$ cat config.mk
export PLATFORM = sky130hd
export DESIGN_NAME = inst_decoder
export DESIGN_NICKNAME = d
export VERILOG_FILES = /design/src/hw/core_pkg.sv /design/src/hw/inst_decoder.sv
export SDC_FILE = /design/constraint.sdc
export NUM_CORES = 1
export LEC_CHECK = 0
export BUFFER_PORTS_ARGS = -buffer_cell sky130_fd_sc_hd__buf_4
export CELL_PAD_IN_SITES_DETAIL_PLACEMENT = 1
export CELL_PAD_IN_SITES_GLOBAL_PLACEMENT = 1
export CORE_MARGIN = 5
export CORE_UTILIZATION = 19
export DETAILED_ROUTE_END_ITERATION = 16
export GPL_TIMING_DRIVEN = 0
export PLACE_DENSITY_LB_ADDON = 0.1
export SETUP_SLACK_MARGIN = 0.1
export SLEW_MARGIN = 20
export SYNTH_ARGS = -nofsm -noshare
export SYNTH_HDL_FRONTEND = slang
export SYNTH_SLANG_ARGS = --single-unit
export TNS_END_PERCENT = 100
$ cat constraint.sdc
create_clock -name vclk -period 0.8
set_input_delay 0.04 -clock vclk [all_inputs]
set_output_delay 0.04 -clock vclk [all_outputs]
set_load 0.01 [all_outputs]
$ cat src/hw/core_pkg.sv
package core_pkg;

    localparam int xlen      = 64;
    localparam int reg_count = 32;
    localparam int shamt_w   = 6;   // Enough to shift across xlen

    typedef logic [xlen-1:0]              word_t;
    typedef logic [31:0]                  inst_t;
    typedef logic [$clog2(reg_count)-1:0] reg_idx_t;

    // Major opcodes kept by the core, everything else decodes as a no-op
    typedef enum logic [6:0] {
        op_reg = 7'b0110011,
        op_imm = 7'b0010011,
        op_lui = 7'b0110111
    } opcode_e;

    typedef enum logic [3:0] {
        alu_add    = 4'd0,
        alu_sub    = 4'd1,
        alu_and    = 4'd2,
        alu_or     = 4'd3,
        alu_xor    = 4'd4,
        alu_sll    = 4'd5,
        alu_srl    = 4'd6,
        alu_sra    = 4'd7,
        alu_slt    = 4'd8,
        alu_sltu   = 4'd9,
        alu_pass_b = 4'd10  // lui
    } alu_op_e;

endpackage

$ cat src/hw/inst_decoder.sv
`timescale 1ns/1ps

module inst_decoder (
    input  core_pkg::inst_t    inst,
    output core_pkg::alu_op_e  alu_op,
    output logic               use_imm,
    output core_pkg::word_t    imm,
    output core_pkg::reg_idx_t rd,
    output logic               writes_rd,
    output logic               rs1_used,
    output logic               rs2_used
);
    import core_pkg::*;

    opcode_e    opcode;
    logic [2:0] funct3;
    logic       alt;        // funct7 bit 5
    logic       kept;
    word_t      imm_i;
    word_t      imm_u;

    assign opcode = opcode_e'(inst[6:0]);
    assign funct3 = inst[14:12];
    assign alt    = inst[30];
    assign rd     = inst[11:7];

    assign imm_i = {{(xlen-12){inst[31]}}, inst[31:20]};
    assign imm_u = {{(xlen-32){inst[31]}}, inst[31:12], 12'b0};

    // Shared funct3 table, sub only exists in the register form
    function automatic alu_op_e funct_op(input logic [2:0] f3, input logic f7b5,
                                         input logic is_reg);
        alu_op_e op;
        case (f3)
            3'b000: begin
                if (f7b5 && is_reg)
                    op = alu_sub;
                else
                    op = alu_add;
            end
            3'b001: op = alu_sll;
            3'b010: op = alu_slt;
            3'b011: op = alu_sltu;
            3'b100: op = alu_xor;
            3'b101: begin
                if (f7b5)   // srai shares the bit with sra
                    op = alu_sra;
                else
                    op = alu_srl;
            end
            3'b110: op = alu_or;
            default: op = alu_and;
        endcase
        return op;
    endfunction

    always_comb begin
        alu_op   = alu_add;
        use_imm  = 1'b0;
        imm      = imm_i;
        kept     = 1'b0;
        rs1_used = 1'b0;
        rs2_used = 1'b0;
        case (opcode)
            op_reg: begin
                kept     = 1'b1;
                rs1_used = 1'b1;
                rs2_used = 1'b1;
                alu_op   = funct_op(funct3, alt, 1'b1);
            end
            op_imm: begin
                kept     = 1'b1;
                use_imm  = 1'b1;
                rs1_used = 1'b1;
                alu_op   = funct_op(funct3, alt, 1'b0);
            end
            op_lui: begin
                kept    = 1'b1;
                use_imm = 1'b1;
                imm     = imm_u;
                alu_op  = alu_pass_b;
            end
            default: ;  // No-op
        endcase
    end

    // Only place where x0 is protected
    assign writes_rd = kept && (rd != '0);

endmodule

==> results.cfg, run 1 <==
[synthesis]
synth_warnings = 0
syn-num-nets = 133
muxShareOfSynthArea = 0.0149
synth.distinct_cells = 22
synthesis.area_um2 = 754
synthAdderAreaFrac = 0
synth_top_family_by_area = buffers and inverters
synthXorXnorAreaFrac = 0
synth_compound_area_frac = 0.260
avgSynthCellArea_um2 = 7.47
yosysSeqAreaShare = 0
yosys.area_share.simple = 0.260
synth_cells = 101

[drt]
wl_um = 3350
routed_via_density = 4.00
final_antenna_net_count = 0
wire_per_inst_um = 12.8
post-route-drc-count = 0
dr_total_vias = 1047
dr.pass1.iters = 3
drtIter0Drc = 18

[final_layout]
num_antenna_cells = 0
postLayoutCellArea_um2 = 1720
fillCellCount = 505
final_util = 0.440
syn2layout_area_growth_pct = 128
num-clock-buffers = 0
fin_cells = 262
register_area_um2 = 0
final_common_cell = buf_4
most-common-layout-cells = 141 x buf_4, 19 x a21o_1, 14 x buf_6
multi_input_area_um2 = 423
seq_cell_count = 0
final_nets = 246
drive_above_1_share = 0.783

[pwr]
power.leakage_nw = 1.01
internal_power_mw = 0.547
netSwitchingFraction = 0.387
pwr-share-comb = 1.000
power.switching_mw = 0.345
pwr-share-seq = 0
irDropWorstVdd_uv = 284
power.density_nw_per_um2 = 519
clkPwrFrac = 0

[critical_path]
crit_arrival_ns = 1.03
worst_ep_required_time_ns = 0.76
start_kind = input pin
path_class = input pin to primary output
end_kind = primary output
path_max_fanout = 8

[clock_tree]
hold_buffers = 0

[outcome]
run_status = finished with violations
violations = negative setup slack

[placed_design]
gp_congestion = 0.734
postPlaceCellArea_um2 = 1640
dp.cells = 259
port_buffers = 108

[sta]
fin_crit_sh = 1.33
relSlewSlack = 0.853
rsz0062_at_grt = yes
worst_slew_pin_slew_ns = 0.220
hold_ws_ns = 0.341
fin_setup_tns_ns = -6.82
maxSlewViolCount = 0
hold_viol = 0
fmax_mhz = 937
setup_violations = 39
worst_slack_ns = -0.268
period_minus_slack_ns = 1.07

[global_routing]
antenna_found_initial = 0
grt_remaining_overflow = 0
grt_usage = 0.109
grt_max_degree = 35
grt_pass1_wl_um = 4820
grt_pass1_vias = 1029

[floorplanning]
coreArea_um2 = 3910
fp.dieW_um = 73.0
num_io_pins = 109
placementRows = 23
die_h_um = 73.0
start_util = 0.193
die_area_um2 = 5330

[flow_run]
cap_violations = 0

[worst_hold_path]
hp-class = input pin to primary output
min_path_cells = 3
==> worst max-delay path: stages <==
cell and delay (ns):
buf_6 0.09, nand4b_4 0.16, or2_1 0.23, buf_6 0.14, nor4_4 0.21, buf_4 0.16
==> per-layer routing <==
layer	up-vias	GRT usage	routed length [µm]
met1	473	0.114	1150
li1	521	-	-
met5	-	0	0
met3	0	0.0248	364
met4	0	0	0
met2	53	0.226	1830
==> synthesized netlist by cell type, drive strengths merged <==
cell / instances / area, µm²
or4: 1 / 7.51
o21a: 1 / 7.51
o211ai: 1 / 7.51
buf: 45 / 347
nand4b: 1 / 23.8
nor4: 1 / 21.3
mux2: 1 / 11.3
nor2: 4 / 15.0
a211oi: 1 / 12.5
inv: 1 / 3.75
nor2b: 13 / 81.3
o22ai: 1 / 6.26
nand3b: 2 / 15.0
or2: 2 / 12.5
o21ai: 1 / 5.00
nor3b: 1 / 12.5
nand2: 2 / 7.51
a21oi: 3 / 15.0
a21o: 19 / 143
==> timing repair <==
item | in CTS | in global routing
setup endpoints to repair | 39 | 39
cloned | 1 | 0
buffers inserted | 2 | 0
resized for setup | 15 | 3
pin swaps | 6 | 3
==> metrics by stage <==
| step | power, mW | setup slack, ns |
|---|---|---|
| final | 0.892 | -0.268 |
| after detailed placement | 0.868 | -0.292 |
| after CTS | 0.906 | -0.272 |
| after global routing | 0.960 | -0.312 |
| after floorplan | 0.391 | -0.0370 |
| after global placement | 0.851 | -0.280 |
==> power by group through the flow <==
stage	clock (mW)	sequential, mW	combinational [mW]
2_1_floorplan	0	0	0.391
3_3_place_gp	0	0	0.851
3_5_place_dp	0	0	0.868
4_1_cts	0	0	0.906
5_1_grt	0	0	0.960
6_report	0	0	0.892
==> cell type report <==
| class | instances | area share |
|---|---|---|
| Multi-Input combinational cell | 55 | 0.246 |
| Timing Repair Buffer | 111 | 0.508 |
| Buffer | 45 | 0.207 |
| Tap cell | 50 | 0.0364 |
| Inverter | 1 | 0.00218 |
==> kinds of logic (layout without fill, tap and decap cells) <==
kind of cell,count (synthesis),after routing
compound gates,27,27
buf+inv,46,157
mux,1,1
simple gates,27,27
==> worst paths after layout <==
check                 slack (ns)         to    start
worst min-delay path        0.34   rs1_used  inst[2]
worst max-delay path       -0.27  alu_op[2]  inst[6]
No activity file was read; power rests on OpenSTA's default activity.
==> inputs of run 2 (changes only) <==
Settings changed: GPL_TIMING_DRIVEN 0 to default, PLACE_DENSITY_LB_ADDON 0.1 to 0.15, SETUP_SLACK_MARGIN 0.1 to 0.2.
==> run 2 against run 1 <==
Compared with the run above: the run still ends with negative setup slack left; setup slack improved by 0.047 ns; core utilization fell by 4.2 points; combinational power fell by 8.4%; sequential share of layout area did not move; critical endpoint is now imm[16].
==> results.cfg, run 2 (synthesis gave the netlist of run 1 again) <==
[global_routing]
grt_remaining_overflow = 0
antenna_found_initial = 0
grt_pass1_vias = 969
grt_pass1_wl_um = 4620
grt_max_degree = 34
grt_usage = 0.102

[sta]
maxSlewViolCount = 0
period_minus_slack_ns = 1.02
setup_violations = 39
worst_slew_pin_slew_ns = 0.214
hold_viol = 0
relSlewSlack = 0.856
fmax_mhz = 980
fin_crit_sh = 1.28
hold_ws_ns = 0.254
worst_slack_ns = -0.220
rsz0062_at_grt = yes

[critical_path]
worst_ep_required_time_ns = 0.76
crit_arrival_ns = 0.98
startpoint = inst[6]
path_max_fanout = 20
path_class = input pin to primary output
cp_slowest_cell = o21a_1
path_cells = buf_6, nand4b_4, o21a_1, buf_12, a21o_1, buf_6
path_common_cell = buf_6
end_kind = primary output
start_kind = input pin
max_stage_delay_ns = 0.23
critPathCapture = imm[16]

[placed_design]
gp_congestion = 0.764
dpl.hpwl_um = 2520
dp_slack_ns = -0.322
port_buffers = 109

[floorplanning]
num_io_pins = 109
die_h_um = 73.0
coreArea_um2 = 3910
die_area_um2 = 5330
placementRows = 23
fp.dieW_um = 73.0
start_util = 0.193

[drt]
wl_met2_um = 1620
wire_per_inst_um = 13.2
final_antenna_net_count = 0
post-route-drc-count = 0
routed_via_density = 3.94
dr.pass1.iters = 3
drtIter0Drc = 14
wl_met3_um = 378
wl_um = 3010
wirelength_met1_um = 1000
top_layer = met3
dr_total_vias = 894

[final_layout]
num-clock-buffers = 0
final_nets = 211
seq_cell_count = 0
most-common-layout-cells = 94 x buf_4, 24 x buf_6, 19 x a21o_1
num_antenna_cells = 0
syn2layout_area_growth_pct = 106
register_area_um2 = 0
drive_above_1_share = 0.825
fillCellCount = 481
final_common_cell = buf_4

[pwr]
power.leakage_nw = 0.871
irDropWorstVdd_uv = 191
power.density_nw_per_um2 = 524

[outcome]
run_status = finished with violations
violations = negative setup slack

[flow_run]
cap_violations = 0

[worst_hold_path]
hp-class = input pin to primary output
## run 2: repair_timing
item	4_1_cts	5_1_grt
endpoints found under the setup margin	72	43
pin swaps	5	4
hold buffers	0	0
resized for setup	31	2
setup buffers	1	1
## run 2: how the worst min path moves through the flow
stage	end	cells after the start	startpoint	slack (ns)
2_1_floorplan	alu_op[2]	1	inst[13]	0.11
3_3_place_gp	rd[0]	2	inst[7]	0.27
3_5_place_dp	rd[2]	2	inst[9]	0.27
4_1_cts	rd[3]	2	inst[10]	0.26
5_1_grt	rd[3]	2	inst[10]	0.27
6_report	rd[3]	2	inst[10]	0.25
## run 2: power by group
group          switching (mW)  leakage [nW]  total (mW)  internal [mW]
sequential                  0             0           0              0
combinational           0.333         0.871       0.817          0.484
clock                       0             0           0              0
## run 2: worst max-delay path, delay by kind of cell
family          cells  cell delay (ns)
buf+inv             3             0.37
simple gates        1             0.17
compound gates      2             0.40
## run 2: metal layers
layer | up-vias | GRT usage
met3 | 0 | 0.0289
met2 | 54 | 0.196
li1 | 450 | -
met5 | - | 0
met4 | 0 | 0
met1 | 390 | 0.116
## run 2: area by class of cell
cell class / instances / area [µm²] / area share
Timing Repair Buffer: 121 / 1030 / 0.662
Tap cell: 50 / 62.6 / 0.0402
Multi-Input combinational cell: 55 / 460 / 0.296
Inverter: 1 / 3.75 / 0.00241
## run 2: metrics by stage
stage / std cells / utilization / power (mW) / cell area (µm²) / TNS (ns)
after global routing: 227 / 0.398 / 0.879 / 1560 / -8.47
final: 227 / 0.398 / 0.817 / 1560 / -6.37
after detailed placement: 225 / 0.363 / 0.756 / 1420 / -8.40
after global placement: 225 / 0.363 / 0.746 / 1420 / -7.79
after CTS: 226 / 0.395 / 0.826 / 1540 / -7.08
after floorplan: 101 / - / 0.399 / 792 / -0.0444
==> inputs of run 3 (changes only) <==
Settings changed: ABC_AREA from default to 1.
Clock period 0.8 ns to 1.1 ns, I/O delays scaled along.
==> run 3 against run 2 <==
Compared with the run above: the run now ends clean; global-route usage grew 0.95 points; cell count is 15% higher; wire length up 17%; critical path type unchanged.
==> results.cfg, run 3 <==
[final_layout]
register_area_um2 = 0
final_common_cell = buf_4
fillCellCount = 550
syn2layout_area_growth_pct = 89.7
drive_above_1_share = 0.745
num_antenna_cells = 0
multi_input_area_um2 = 470
most-common-layout-cells = 108 x buf_4, 16 x inv_1, 16 x nand2_1
final_util = 0.366
seq_cell_count = 0
final_nets = 242
num-clock-buffers = 0

[clock_tree]
hold_buffers = 0

[outcome]
run_status = finished, final reports clean

[placed_design]
port_buffers = 109
gp_congestion = 0.756
dpl.hpwl_um = 2860

[synthesis]
yosysSeqAreaShare = 0
synthesis.area_um2 = 828
synth.top_cells.by_count = 38 x buf_4, 20 x inv_1, 19 x nand2_1, 19 x nor2_1, 14 x o21ai_2
synth_warnings = 0
yosys.area.top_type = buf_4
synth.distinct_cells = 17
yosys.area.top_type_share = 0.344
synth.most_common_cell = buf_4
syn-num-nets = 165
synth_cells = 133
synth.top_cells.by_area = buf_4 34%, o21ai_2 15%, inv_1 9.1%
avgSynthCellArea_um2 = 6.23

[worst_hold_path]
hp-class = input pin to primary output
min_to = rd[2]
min_path_cells = 2
worstHoldStart = inst[9]

[drt]
wl_met2_um = 1870
wl_met3_um = 295
wl_um = 3500
routed_via_density = 3.88
wire_per_inst_um = 13.5
final_antenna_net_count = 0
post-route-drc-count = 0
dr_total_vias = 1009
dr.pass1.iters = 3
wirelength_met1_um = 1340
top_layer = met3
drtIter0Drc = 19

[sta]
rsz0062_at_grt = yes
worst_slew_pin_slew_ns = 0.219
hold_viol = 0
relSlewSlack = 0.853
maxSlewViolCount = 0
fin_setup_tns_ns = 0
setup_violations = 0
fmax_mhz = 984
fin_crit_sh = 0.924
period_minus_slack_ns = 1.02

[critical_path]
start_kind = input pin
worst_ep_required_time_ns = 1.04
startpoint = inst[6]
path_max_fanout = 16
crit_arrival_ns = 0.96
path_class = input pin to primary output
end_kind = primary output

[pwr]
irDropWorstVdd_uv = 118
power.leakage_nw = 0.892
power.density_nw_per_um2 = 362

[floorplanning]
fp.dieW_um = 76.0
start_util = 0.193
coreArea_um2 = 4290
num_io_pins = 109
die_h_um = 76.0
placementRows = 24
die_area_um2 = 5780

[global_routing]
grt_usage = 0.111
grt_max_degree = 24
grt_pass1_vias = 1076
antenna_found_initial = 0
grt_remaining_overflow = 0
grt_pass1_wl_um = 5620

[flow_run]
cap_violations = 0
[run 3: per-layer routing]
metal | up-vias | GRT usage
met2 | 49 | 0.213
met1 | 444 | 0.133
met3 | 0 | 0.0225
met4 | 0 | 0
li1 | 516 | -
met5 | - | 0
[run 3: kinds of logic after synthesis]
group,share of synthesized area
and+or+nand+nor,0.290
AOI/OAI and AO/OA,0.172
buffers and inverters,0.538
[run 3: how the worst max path moves through the flow]
| stage | to |
|---|---|
| 6_report | imm[19] |
| 5_1_grt | imm[20] |
| 4_1_cts | imm[18] |
| 3_5_place_dp | imm[14] |
| 3_3_place_gp | imm[13] |
| 2_1_floorplan | writes_rd |
[run 3: critical path, cell delays in order]
cell     delay, ns
buf_6         0.09
inv_4         0.04
nand2_4       0.05
nor2_4        0.11
nand2_4       0.11
buf_12        0.17
inv_12        0.08
nand2_1       0.06
nand2_2       0.05
buf_4         0.11
[run 3: what timing repair did]
| item | 4_1_cts | 5_1_grt |
|---|---|---|
| cloned | 4 | 0 |
| gates resized for setup | 22 | 8 |
| setup buffers | 2 | 1 |
| setup endpoints to repair | 36 | 36 |
| pin swaps | 2 | 1 |
[run 3: power breakdown]
group	internal, mW	switching, mW
clock	0	0
combinational	0.298	0.270
sequential	0	0
[run 3: cell type report]
| cell class | instances | area share |
|---|---|---|
| multi-input cells | 71 | 0.299 |
| well taps | 52 | 0.0414 |
| inverters | 21 | 0.0597 |
| repair buffers | 116 | 0.600 |
[run 3: through the flow]
step	hold slack, ns	area [µm²]	instances	power, mW	setup slack, ns
finish	0.301	1570	260	0.568	0.0832
global route	0.306	1570	260	0.617	0.0231
CTS	0.302	1530	259	0.571	0.0717
detailed placement	0.301	1380	253	0.536	-0.0209
global placement	0.301	1380	253	0.529	0.0103
floorplan	0.202	828	133	0.306	0.278
